`src/logic/mult_pkg.sv`:
```
//==============================
// Shared types for the multiplier array
// Widths, bus addresses, opcodes, lane states
// and the job and result records
//==============================

`default_nettype none

package mult_pkg;

	// Default operand and product widths
	// The struct fields below are sized with these, so the parameter values
	// set at the top level must match them
	localparam int MULT_DW = 16;
	localparam int MULT_PW = 2 * MULT_DW;

	// Wishbone data bus width
	localparam int WB_DW = 32;

	// Default array shape
	localparam int DEF_NUM_LANES  = 4;
	localparam int DEF_FIFO_DEPTH = 4;

	//==============================
	// Register map
	//==============================
	localparam logic [1:0] CMD_ADR_A    = 2'd0;
	localparam logic [1:0] CMD_ADR_UNS  = 2'd1;
	localparam logic [1:0] CMD_ADR_SGN  = 2'd2;
	localparam logic [1:0] CMD_ADR_STAT = 2'd3;
	localparam logic [1:0] RES_ADR_POP  = 2'd0;
	localparam logic [1:0] RES_ADR_CNT  = 2'd1;

	typedef enum logic {
		OP_UNSIGNED = 1'b0,
		OP_SIGNED   = 1'b1
	} mult_op_e;

	typedef enum logic [1:0] {
		LANE_IDLE  = 2'd0,
		LANE_SWEEP = 2'd1,
		LANE_FIX   = 2'd2,
		LANE_DONE  = 2'd3
	} lane_state_e;

	// One job as handed from the dispatcher to a lane
	typedef struct packed {
		mult_op_e             op;
		logic [MULT_DW-1:0]   multiplicand;
		logic [MULT_DW-1:0]   multiplier;
	} mult_job_t;

	// One finished product as handed from a lane to the collector
	typedef struct packed {
		logic [MULT_PW-1:0]   product;
		mult_op_e             op;
	} mult_result_t;

endpackage

`default_nettype wire

```
`src/logic/job_dispatch.sv`:
```
//==============================
// Job dispatcher
// Command Wishbone slave that stores operand A and
// hands each launch to the lanes in round-robin order
//==============================

`timescale 1ns/1ps
`default_nettype none

module job_dispatch
	import mult_pkg::*;
#(
	parameter int DW        = MULT_DW,
	parameter int NUM_LANES = DEF_NUM_LANES
)
(
	input  logic                 clk,
	input  logic                 rst,
	input  logic                 cmd_cyc,
	input  logic                 cmd_stb,
	input  logic                 cmd_we,
	input  logic [1:0]           cmd_adr,
	input  logic [WB_DW-1:0]     cmd_dat_w,
	input  logic [NUM_LANES-1:0] busy,
	output logic [WB_DW-1:0]     cmd_dat_r,
	output logic                 cmd_ack,
	output mult_job_t            job,
	output logic [NUM_LANES-1:0] start
);

	localparam int PTR_W = (NUM_LANES > 1) ? $clog2(NUM_LANES) : 1;

	logic [DW-1:0]    operand_a;
	logic [PTR_W-1:0] lane_ptr;
	logic             req;
	logic             is_launch;
	logic             lane_free;
	logic             launch;
	logic             accept;
	mult_op_e         launch_op;
	logic [WB_DW-1:0] rd_data;

	//==============================
	// Request decode
	//==============================

	// A new bus cycle, not counting the cycle in which ack is already out
	assign req       = cmd_cyc & cmd_stb & ~cmd_ack;
	assign is_launch = cmd_we & ((cmd_adr == CMD_ADR_UNS) | (cmd_adr == CMD_ADR_SGN));

	// The lane under the pointer must be idle before a launch can go
	assign lane_free = ~busy[lane_ptr];
	assign launch    = req & is_launch & lane_free;

	// Everything except a launch to a busy lane is acknowledged right away
	assign accept    = req & (~is_launch | lane_free);

	// The address of the B write picks the operation
	assign launch_op = (cmd_adr == CMD_ADR_SGN) ? OP_SIGNED : OP_UNSIGNED;

	// Read mux: status shows the busy bit of every lane
	always_comb
	begin
		rd_data = '0;
		case (cmd_adr)
			CMD_ADR_A:    rd_data = WB_DW'(operand_a);
			CMD_ADR_STAT: rd_data = WB_DW'(busy);
			default:      rd_data = '0;
		endcase
	end

	//==============================
	// Handshake and lane pointer
	//==============================
	always_ff @(posedge clk or negedge rst)
	begin
		if (!rst)
		begin
			cmd_ack  <= 1'b0;
			start    <= '0;
			lane_ptr <= '0;
		end
		else
		begin
			// Ack lasts one cycle, since req is masked while ack is high
			cmd_ack <= accept;
			start   <= '0;
			if (launch)
			begin
				// The start pulse lines up with the ack of the launch write
				start[lane_ptr] <= 1'b1;
				if (lane_ptr == PTR_W'(NUM_LANES - 1))
				begin
					lane_ptr <= '0;
				end
				else
				begin
					lane_ptr <= lane_ptr + 1'b1;
				end
			end
		end
	end

	// Operand A, the job record and the read data
	always_ff @(posedge clk)
	begin
		if (accept && cmd_we && (cmd_adr == CMD_ADR_A))
		begin
			operand_a <= cmd_dat_w[DW-1:0];
		end
		if (launch)
		begin
			job.op           <= launch_op;
			job.multiplicand <= operand_a;
			job.multiplier   <= cmd_dat_w[DW-1:0];
		end
		if (accept)
		begin
			cmd_dat_r <= rd_data;
		end
	end

endmodule

`default_nettype wire

```
`src/logic/shift_add_lane.sv`:
```
//==============================
// Shift-and-add multiplier lane
// Sweeps one multiplier bit per clock, then
// corrects the sign of a signed product
//==============================

`timescale 1ns/1ps
`default_nettype none

module shift_add_lane
	import mult_pkg::*;
#(
	parameter int DW = MULT_DW
)
(
	input  logic         clk,
	input  logic         rst,
	input  mult_job_t    job,
	input  logic         start,
	input  logic         take,
	output logic         busy,
	output logic         done,
	output mult_result_t result
);

	localparam int PW = 2 * DW;
	localparam int CW = $clog2(DW) + 1;

	lane_state_e   state;
	logic [CW-1:0] cnt;
	logic [PW-1:0] mcand;
	logic [PW-1:0] acc;
	logic [DW-1:0] mplier;
	logic [DW-1:0] a_mag;
	logic [DW-1:0] b_mag;
	logic          job_neg;
	logic          neg;
	mult_op_e      op_q;

	//==============================
	// Operand magnitudes
	//==============================

	// For signed jobs the sweep works on absolute values
	// The most negative value maps onto its own bit pattern, which is the right magnitude
	always_comb
	begin
		a_mag = job.multiplicand;
		b_mag = job.multiplier;
		if (job.op == OP_SIGNED)
		begin
			if (job.multiplicand[DW-1])
			begin
				a_mag = ~job.multiplicand + 1'b1;
			end
			if (job.multiplier[DW-1])
			begin
				b_mag = ~job.multiplier + 1'b1;
			end
		end
	end

	// Product is negative when exactly one signed operand is negative
	assign job_neg = (job.op == OP_SIGNED) & (job.multiplicand[DW-1] ^ job.multiplier[DW-1]);

	//==============================
	// Lane FSM
	//==============================
	always_ff @(posedge clk or negedge rst)
	begin
		if (!rst)
		begin
			state <= LANE_IDLE;
			cnt   <= '0;
		end
		else
		begin
			case (state)
				LANE_IDLE:
				begin
					if (start)
					begin
						state <= LANE_SWEEP;
						cnt   <= '0;
					end
				end
				LANE_SWEEP:
				begin
					// DW sweep cycles, one per multiplier bit
					cnt <= cnt + 1'b1;
					if (cnt == CW'(DW - 1))
					begin
						state <= LANE_FIX;
					end
				end
				LANE_FIX:
				begin
					state <= LANE_DONE;
				end
				default:
				begin
					// Result is held until the collector takes it
					if (take)
					begin
						state <= LANE_IDLE;
					end
				end
			endcase
		end
	end

	// Datapath follows the FSM state
	always_ff @(posedge clk)
	begin
		case (state)
			LANE_IDLE:
			begin
				if (start)
				begin
					mcand  <= PW'(a_mag);
					mplier <= b_mag;
					acc    <= '0;
					neg    <= job_neg;
					op_q   <= job.op;
				end
			end
			LANE_SWEEP:
			begin
				// Add the shifted multiplicand for a set bit
				if (mplier[0])
				begin
					acc <= acc + mcand;
				end
				mcand  <= mcand << 1;
				mplier <= mplier >> 1;
			end
			LANE_FIX:
			begin
				if (neg)
				begin
					acc <= ~acc + 1'b1;
				end
			end
			default:
			begin
			end
		endcase
	end

	assign busy           = (state != LANE_IDLE);
	assign done           = (state == LANE_DONE);
	assign result.product = acc;
	assign result.op      = op_q;

endmodule

`default_nettype wire

```
`src/logic/result_collect.sv`:
```
//==============================
// Result collector
// Drains the lanes in round-robin order into a FIFO
// that the result Wishbone slave pops
//==============================

`timescale 1ns/1ps
`default_nettype none

module result_collect
	import mult_pkg::*;
#(
	parameter int NUM_LANES  = DEF_NUM_LANES,
	parameter int FIFO_DEPTH = DEF_FIFO_DEPTH
)
(
	input  logic                 clk,
	input  logic                 rst,
	input  logic [NUM_LANES-1:0] done,
	input  mult_result_t         lane_result [NUM_LANES],
	input  logic                 res_cyc,
	input  logic                 res_stb,
	input  logic                 res_we,
	input  logic [1:0]           res_adr,
	input  logic [WB_DW-1:0]     res_dat_w,
	output logic [NUM_LANES-1:0] take,
	output logic [WB_DW-1:0]     res_dat_r,
	output logic                 res_ack
);

	localparam int PTR_W = (NUM_LANES > 1) ? $clog2(NUM_LANES) : 1;
	localparam int AW    = (FIFO_DEPTH > 1) ? $clog2(FIFO_DEPTH) : 1;
	localparam int CNT_W = $clog2(FIFO_DEPTH + 1);

	mult_result_t     fifo_mem [FIFO_DEPTH];
	logic [AW-1:0]    wr_idx;
	logic [AW-1:0]    rd_idx;
	logic [CNT_W-1:0] fifo_count;
	logic [PTR_W-1:0] lane_ptr;
	logic             fifo_full;
	logic             fifo_empty;
	logic             push;
	logic             pop;
	logic             req;
	logic [WB_DW-1:0] rd_data;

	assign fifo_full  = (fifo_count == CNT_W'(FIFO_DEPTH));
	assign fifo_empty = (fifo_count == '0);

	//==============================
	// Lane drain
	//==============================

	// Only the lane under the pointer is looked at, so order matches launch order
	assign push = done[lane_ptr] & ~fifo_full;

	always_comb
	begin
		take           = '0;
		take[lane_ptr] = push;
	end

	// Result port requests, masked while ack is out
	assign req = res_cyc & res_stb & ~res_ack;
	assign pop = req & ~res_we & (res_adr == RES_ADR_POP) & ~fifo_empty;

	// An empty pop reads as zero
	always_comb
	begin
		rd_data = '0;
		case (res_adr)
			RES_ADR_POP: rd_data = fifo_empty ? '0 : WB_DW'(fifo_mem[rd_idx].product);
			RES_ADR_CNT: rd_data = WB_DW'(fifo_count);
			default:     rd_data = '0;
		endcase
	end

	//==============================
	// Pointers and FIFO count
	//==============================
	always_ff @(posedge clk or negedge rst)
	begin
		if (!rst)
		begin
			lane_ptr   <= '0;
			wr_idx     <= '0;
			rd_idx     <= '0;
			fifo_count <= '0;
			res_ack    <= 1'b0;
		end
		else
		begin
			res_ack <= req;
			if (push)
			begin
				lane_ptr <= (lane_ptr == PTR_W'(NUM_LANES - 1)) ? '0 : lane_ptr + 1'b1;
				wr_idx   <= (wr_idx == AW'(FIFO_DEPTH - 1)) ? '0 : wr_idx + 1'b1;
			end
			if (pop)
			begin
				rd_idx <= (rd_idx == AW'(FIFO_DEPTH - 1)) ? '0 : rd_idx + 1'b1;
			end
			// Both a push and a pop in one cycle leave the count unchanged
			case ({push, pop})
				2'b10:   fifo_count <= fifo_count + 1'b1;
				2'b01:   fifo_count <= fifo_count - 1'b1;
				default: fifo_count <= fifo_count;
			endcase
		end
	end

	// FIFO storage and read data
	always_ff @(posedge clk)
	begin
		if (push)
		begin
			fifo_mem[wr_idx] <= lane_result[lane_ptr];
		end
		if (req)
		begin
			// Writes are acknowledged and their data dropped
			res_dat_r <= res_we ? '0 : rd_data;
		end
	end

endmodule

`default_nettype wire

```
`src/logic/seq_mult_array.sv`:
```
//==============================
// Multiplier array top level
// Dispatcher, a row of identical lanes and
// the result collector
//==============================

`timescale 1ns/1ps
`default_nettype none

module seq_mult_array
	import mult_pkg::*;
#(
	parameter int DW         = MULT_DW,
	parameter int NUM_LANES  = DEF_NUM_LANES,
	parameter int FIFO_DEPTH = DEF_FIFO_DEPTH
)
(
	input  logic             clk,
	input  logic             rst,
	// Command port
	input  logic             cmd_cyc,
	input  logic             cmd_stb,
	input  logic             cmd_we,
	input  logic [1:0]       cmd_adr,
	input  logic [WB_DW-1:0] cmd_dat_w,
	output logic [WB_DW-1:0] cmd_dat_r,
	output logic             cmd_ack,
	// Result port
	input  logic             res_cyc,
	input  logic             res_stb,
	input  logic             res_we,
	input  logic [1:0]       res_adr,
	input  logic [WB_DW-1:0] res_dat_w,
	output logic [WB_DW-1:0] res_dat_r,
	output logic             res_ack
);

	mult_job_t            job;
	logic [NUM_LANES-1:0] start;
	logic [NUM_LANES-1:0] busy;
	logic [NUM_LANES-1:0] done;
	logic [NUM_LANES-1:0] take;
	mult_result_t         lane_result [NUM_LANES];

	job_dispatch #(
		.DW        (DW),
		.NUM_LANES (NUM_LANES)
	) job_dispatch_inst (
		.clk       (clk),
		.rst       (rst),
		.cmd_cyc   (cmd_cyc),
		.cmd_stb   (cmd_stb),
		.cmd_we    (cmd_we),
		.cmd_adr   (cmd_adr),
		.cmd_dat_w (cmd_dat_w),
		.busy      (busy),
		.cmd_dat_r (cmd_dat_r),
		.cmd_ack   (cmd_ack),
		.job       (job),
		.start     (start)
	);

	// All lanes share the job bus and differ only in their start strobe
	for (genvar i = 0; i < NUM_LANES; i++)
	begin : g_lane
		shift_add_lane #(
			.DW (DW)
		) shift_add_lane_inst (
			.clk    (clk),
			.rst    (rst),
			.job    (job),
			.start  (start[i]),
			.take   (take[i]),
			.busy   (busy[i]),
			.done   (done[i]),
			.result (lane_result[i])
		);
	end

	result_collect #(
		.NUM_LANES  (NUM_LANES),
		.FIFO_DEPTH (FIFO_DEPTH)
	) result_collect_inst (
		.clk         (clk),
		.rst         (rst),
		.done        (done),
		.lane_result (lane_result),
		.res_cyc     (res_cyc),
		.res_stb     (res_stb),
		.res_we      (res_we),
		.res_adr     (res_adr),
		.res_dat_w   (res_dat_w),
		.take        (take),
		.res_dat_r   (res_dat_r),
		.res_ack     (res_ack)
	);

endmodule

`default_nettype wire

```
`config.mk`:
```
export PLATFORM = sky130hd
export DESIGN_NAME = seq_mult_array
export DESIGN_NICKNAME = d
export VERILOG_FILES = /design/src/logic/mult_pkg.sv /design/src/logic/job_dispatch.sv /design/src/logic/shift_add_lane.sv /design/src/logic/result_collect.sv /design/src/logic/seq_mult_array.sv
export SDC_FILE = /design/constraint.sdc
export NUM_CORES = 1
export LEC_CHECK = 0
export BUFFER_PORTS_ARGS = -buffer_cell sky130_fd_sc_hd__buf_4
export CELL_PAD_IN_SITES_DETAIL_PLACEMENT = 1
export CELL_PAD_IN_SITES_GLOBAL_PLACEMENT = 2
export CORE_MARGIN = 1
export CORE_UTILIZATION = 44
export CTS_BUF_LIST = sky130_fd_sc_hd__clkbuf_4
export DETAILED_ROUTE_END_ITERATION = 16
export PLACE_DENSITY_LB_ADDON = 0.2
export SKIP_CTS_REPAIR_TIMING = 1
export SYNTH_ARGS = -nofsm -noshare
export SYNTH_HDL_FRONTEND = slang
export SYNTH_HIERARCHICAL = 1
export SYNTH_SLANG_ARGS = --single-unit
```
`constraint.sdc`:
```
create_clock -name clk -period 4.57 [get_ports clk]
set_input_delay 0.914 -clock clk [delete_from_list [all_inputs] [get_ports clk]]
set_output_delay 0.914 -clock clk [all_outputs]
set_load 0.05 [all_outputs]
```
# Word level (Yosys, flattened, before mapping)
# Memories as Yosys holds them, arrays and structs flattened.
# Index checks and enable logic that the tools add are counted.
[totals]
inputBits = 76
out_inout_bits = 66
n_memories = 1
ramBits = 132
register_bits = 486
word_cells = 269
[op_classes]
eq_ne = 43
magnitude_cmp = 5
n_reduce_logical = 44
bitwise = 31
addsub = 20
n_mux = 83
[mem_list]
columns = ["memory", "depth", "word_bits", "read_ports", "rd_clocked_by_memory_dff", "wr", "line", "text"]
rows = [
  ["result_collect_inst.fifo_mem", 4, 33, 1, 0, 1, "result_collect.sv:35", "mult_result_t fifo_mem [FIFO_DEPTH];"],
]
[op_table]
columns = ["cell", "count"]
rows = [
  ["32-bit two-way mux", 17],
  ["32-bit one-hot mux with 3 select lines", 4],
  ["32-bit one-hot mux with 2 select lines", 5],
  ["16-bit one-hot mux with 2 select lines", 5],
  ["32-bit by 1-bit adder with 32-bit output, second input constant", 4],
  ["32-bit adder", 4],
  ["16-bit two-way mux", 8],
  ["32-bit inverter", 4],
  ["33-bit binary-select mux with 2-bit select", 1],
  ["33-bit two-way mux", 2],
  ["5-bit one-hot mux with 2 select lines", 4],
  ["16-bit by 1-bit adder with 16-bit output, second input constant", 2],
  ["2-bit two-way mux", 16],
  ["16-bit inverter", 2],
  ["2-bit equality test, second input constant", 15],
  ["2-bit by 1-bit != test with 1-bit output, second input constant", 12],
  ["2-bit one-hot mux with 3 select lines", 4],
  ["5-bit by 1-bit adder with 5-bit output, second input constant", 4],
  ["5-bit by 4-bit equality test with 1-bit output, second input constant", 4],
  ["5-bit two-way mux", 4],
  ["2-bit nonzero test", 9],
  ["2-bit AND reduction", 8],
  ["4-bit AND reduction", 4],
  ["4-bit nonzero test", 4],
  ["other kinds (25)", 80],
]

# Logic depth before layout (Yosys ltp)
[depth]
ltp_word = 8
ltp_mapped = 11
depth_no_buf = 10

# Modules after synthesis
# The synthesis kept the hierarchy.
[modules_own_cells]
columns = ["mod", "area_each_um2", "seq_area_each_um2", "cells_per_inst", "instances"]
rows = [
  ["shift_add_lane at g_lane[1].shift_add_lane_inst ...", 6655.1, 2637.5, 714, 2],
  ["result_collect", 7354.6, 5054.8, 355, 1],
  ["shift_add_lane at g_lane[3].shift_add_lane_inst", 6787.8, 2637.5, 734, 1],
  ["shift_add_lane at g_lane[0].shift_add_lane_inst", 6628.9, 2637.5, 714, 1],
  ["job_dispatch", 2617.5, 2127.0, 137, 1],
]

# Worst setup path after synthesis
# OpenSTA, ideal clock, no wires.
[synth_timing]
kind = "register -> register"
from = "register g_lane[2].shift_add_lane_inst.state[0]"
to = "memory result_collect_inst/fifo_mem[0][10] (netlist name) (enable)"
synth_period_minus_slack_ns = 3.911
setup_slack_ns = 0.659
path_buffers = 1
t_required_ns = 4.102
t_arrival_ns = 3.443
path_stages_with_launch = 6
setup_time_ns = 0.468
path_cell_list = "dfrtp_1 ha_1 nand2_1 a31o_2 buf_4 nor3b_1"
[synth_between]
elab_chain_cells = 6
[synth_rtl]
columns = ["element", "line", "text"]
rows = [
  ["from (decl)", "shift_add_lane.sv:29", "lane_state_e state;"],
  ["from (signal assigned)", "shift_add_lane.sv:73", "state <= LANE_IDLE;"],
  ["from (signal assigned)", "shift_add_lane.sv:83", "state <= LANE_SWEEP;"],
  ["from (signal assigned)", "shift_add_lane.sv:93", "state <= LANE_FIX;"],
  ["2-bit equality test", "shift_add_lane.sv:151", "assign done = (state == LANE_DONE);"],
  ["named net done[2]", "seq_mult_array.sv:41", "logic [NUM_LANES-1:0] done;"],
  ["1-bit binary-select mux with 2-bit select", "result_collect.sv:55", "assign push = done[lane_ptr] & ~fifo_full;"],
  ["1-bit two-way mux (not written as such)", "result_collect.sv:55", ""],
  ["1-bit AND", "result_collect.sv:55", ""],
  ["1-bit two-way mux", "result_collect.sv:115", "if (push)"],
  ["1-bit two-way mux (not written as such)", "result_collect.sv:117", "fifo_mem[wr_idx] <= lane_result[lane_ptr];"],
  ["to (decl)", "result_collect.sv:35", ""],
]
# The timed path passes the listed nets, and every way through them passes these cells. The select of a mux whose other input is x is not followed.

# Final worst setup path
[layout_timing]
from = "register result_collect_inst.lane_ptr[1]"
to = "register g_lane[3].shift_add_lane_inst.state[1]"
[layout_between]
elab_chain_cells = 7
elab_cells_between_ends = 11
cone_classes = "2 x order compare; 4 x mux; 2 x bitwise; 3 x reduce/logical"
[layout_rtl]
columns = ["element", "line", "text"]
rows = [
  ["from (decl)", "result_collect.sv:39", "logic [PTR_W-1:0] lane_ptr;"],
  ["from (signal assigned)", "result_collect.sv:96", "lane_ptr <= (lane_ptr == PTR_W'(NUM_LANES - 1)) ? '0 : lane_ptr + 1'b1;"],
  ["2-bit by 3-bit < comparator with 1-bit output (not written as such) or 2-bit by 1-bit greater-or-equal comparator with 1-bit output (tied branches)", "result_collect.sv:60", "take[lane_ptr] = push;"],
  ["1-bit logical AND (not written as such)", "result_collect.sv:60", ""],
  ["1-bit two-way mux (not written as such)", "result_collect.sv:60", ""],
  ["1-bit demux with 2-bit select", "-", ""],
  ["4-bit AND (no line) *", "-", ""],
  ["named net take[3]", "seq_mult_array.sv:42", "logic [NUM_LANES-1:0] take;"],
  ["4-bit nonzero test (no line) *", "-", ""],
  ["3-bit AND reduction (no line) *", "-", ""],
  ["to (signal assigned)", "shift_add_lane.sv:73", ""],
  ["to (signal assigned)", "shift_add_lane.sv:83", ""],
  ["to (signal assigned)", "shift_add_lane.sv:93", ""],
  ["to (decl)", "shift_add_lane.sv:29", ""],
]
# Mark *: on every way through the listed nets, which the timed path passes. The rest lies on a longest branch. The select of a mux whose other input is x is not followed.
# A chain may end at the register's enable or synchronous reset.

==> impl_metrics.ini <==
[outcome]
result_of_the_run = finished clean

[placed_design]
place_hpwl_um = 81300
final_weighted_congestion_in_routability_driven_placement = 0.893
port_buffers = 77

[timing]
grt_setup_unrepaired = false
final-max-slew-violation-count = 0
max_slew_margin_pct = 21.1
clock-skew-final_ps = 75.7
timing.setup.tns_ps = 0
fin_hold_ws_ps = 90.0
final-setup-viol-count = 0
period_needed_ps = 3420
post-route-period-util_pct = 74.9
hold_violations = 0
max_freq_mhz = 292
worst_margin_pin_slew_ps = 1180

[worst_setup_path]
timing_worst_setup_path_type = reg -> reg
critPathRequiredTime_ps = 5460
crit_path_start_kind = flip-flop
crit_path_cell_chain = buf_4 -> nand2_1 -> a31o_2 -> nor3b_1 -> nor2_1 -> a221oi_1 -> nand2_1 -> o21ai_0
cell_at_the_slowest_stage_of_the_critical_path = nor3b_1
critPathMaxStageDelay_ps = 750
crit_arrival_ps = 4310
critPathMostFrequentCell = nand2_1
r2r_setup_slack_ps = 1150
r2r_end = g_lane[3].shift_add_lane_inst/state[1]
cp-endpoint = g_lane[3].shift_add_lane_inst/state[1]
critical_path.endpoint_type = flip-flop
crit_start = result_collect_inst/lane_ptr[1]
critical_register_to_register_path_startpoint = result_collect_inst/lane_ptr[1]
crit_path_max_fanout = 28
worstRegToRegCells = 8

[drt]
ant_nets = 0
firstDrtPassIters = 5
wl_per_cell_um = 23.3
routed_wl_um = 110000
drt-initial-drc-count = 1729
detail_route.vias_per_cell = 5.85
vias = 27700
drc_violations_left = 0

[floorplan]
floorplan.initialDensity_pct = 44.5
boundaryPins = 142
std_cell_core_area_sq_um = 82100
dieArea_sq_um = 84200
die_h_um = 290
fp.dieW_um = 290
placement_rows = 105

[power_and_ir_drop]
cellLeakagePower_nw = 15.0
vdd_drop_max_v = 0.000417
cellInternalPower_w = 0.0190
power_density_nw_per_um2 = 868
power_switching_w = 0.0161
seqPwrFrac_pct = 34.1
p_comb_share_pct = 51.1
clock_power_share_pct = 14.8
netSwitchingFraction_pct = 45.8

[clock_tree]
cts_buffers = 170
maximum_buffer_depth_of_the_clock_tree = 3
worst_skew_pair.late_latency_ps = 1020
cts.sinks = 594
cts_tree = yes
cts-root-buf = clkbuf_4
clk_pin_slew_worst_paths_ps = 70
h-tree-depth = 4

[logic_synthesis]
syn_avg_cell_area_sq_um = 10.9
synth_cells = 3360
synth_area_sq_um = 36500
yosys_warnings = 6

[global_route]
first_pass_grt_wire_length_um = 171000
global_route.overflow_total = 0
antenna_found_initial = 5
global_route.usage.total_pct = 26.2
first_global_vias = 29300
grt_start_max_net_pins = 98

[final_layout]
final_core_util_pct = 49.3
post_route_cells_drive_above_1_share_pct = 15.0
flow.area_growth_from_synthesis_pct = 10.8
final_net_count = 3775

[hold_path]
worst_hold_path_type = in -> reg

[job]
max_cap_viol_count = 0
-- final cells by class --
cell class              instances  area [sq um]
clock buffers                 258          1940
flip-flops and latches        594         17600
fillers                      8893         41600
repair buffers                118           898
diodes                          4          10.0
well taps                    1070          1340
clock inverters                49           305
inverters                     109           409
multi-input cells            2523         18000
-- worst min-delay path by stage --
| stage | cells after the start | slack (ps) | to | from |
|---|---|---|---|---|
| 2_1_floorplan | 0 | 420 | job_dispatch_inst/job[20] | job_dispatch_inst/operand_a[4] |
| 3_3_place_gp | 0 | 430 | job_dispatch_inst/job[30] | job_dispatch_inst/operand_a[14] |
| 3_5_place_dp | 0 | 440 | job_dispatch_inst/job[30] | job_dispatch_inst/operand_a[14] |
| 4_1_cts | 1 | -80 | result_collect_inst/rd_idx[1] | rst |
| 5_1_grt | 1 | -6 | job_dispatch_inst/operand_a[11] | cmd_dat_w[11] |
| 6_report | 1 | 90 | job_dispatch_inst/job[11] | cmd_dat_w[11] |
-- layout by cell type (no fill, tap or decap), drive strengths merged, types with 20 or more instances in the layout --
master	instances
a31oi	25
a211oi	20
mux4	65
nand2b	25
o22ai	66
nand3	37
dfrtp	45
xnor2	144
a22oi	29
nor2	170
o211ai	28
clkinv	39
or4	20
and3	27
ha	178
nand4	36
nand3b	21
a21o	60
and2	154
a21boi	21
nand2	322
or3	36
nor3	83
xor2	172
a21oi	160
o31ai	31
mux2i	25
nor2b	54
inv	114
buf	113
o21ai	265
edfxtp	549
clkbuf	258
o21bai	22
nor4	42
-- layer usage --
| layer | track usage [%] | vias up | share of wire [%] |
|---|---|---|---|
| met3 | 4.08 | 170 | 4.5 |
| met1 | 34.2 | 13900 | 44 |
| li1 | - | 13000 | - |
| met5 | 0 | - | 0 |
| met2 | 43.9 | 631 | 48 |
| met4 | 9.99 | 0 | 3.1 |
-- critical path: cells and delay by family, from the launching register on --
family | cells | cell delay [ps]
AOI/OAI and AO/OA | 3 | 1010
buffers and inverters | 1 | 480
DFF | 1 | 660
and+or+nand+nor | 4 | 1170
-- through the flow --
| step | setup slack, ps | area, sq um | power [W] | std cells |
|---|---|---|---|---|
| after global routing | 991 | 40500 | 0.0377 | 4723 |
| final | 1150 | 40500 | 0.0351 | 4725 |
| after CTS | 1170 | 40400 | 0.0353 | 4716 |
| after floorplan | 659 | 36600 | 0.0241 | 3375 |
| after detailed placement | 1180 | 38200 | 0.0299 | 4409 |
| after global placement | 1380 | 38200 | 0.0292 | 4409 |
-- state kept, by name (all words and copies together), names as in the netlist, 2 cells and up --
register                           count
result_collect_inst/fifo_mem         128
job_dispatch_inst/lane_ptr             2
g_lane.shift_add_lane_inst/mplier     64
g_lane.shift_add_lane_inst/neg         4
g_lane.shift_add_lane_inst/acc       128
g_lane.shift_add_lane_inst/cnt        20
g_lane.shift_add_lane_inst/mcand     128
job_dispatch_inst/job                 33
job_dispatch_inst/start                4
result_collect_inst/res_dat_r         32
result_collect_inst/lane_ptr           2
result_collect_inst/wr_idx             2
job_dispatch_inst/operand_a           16
g_lane.shift_add_lane_inst/state       8
result_collect_inst/rd_idx             2
result_collect_inst/fifo_count         3
job_dispatch_inst/cmd_dat_r           16
-- power by group through the flow --
stage	registers, W	logic (W)	clock network [W]
after floorplan	0.0109	0.0132	0
after global placement	0.0120	0.0172	0
after detailed placement	0.0121	0.0178	0
after CTS	0.0120	0.0179	0.00538
after global routing	0.0122	0.0198	0.00563
final	0.0120	0.0180	0.00519
Note: power is estimated with default switching activity, not from simulation.
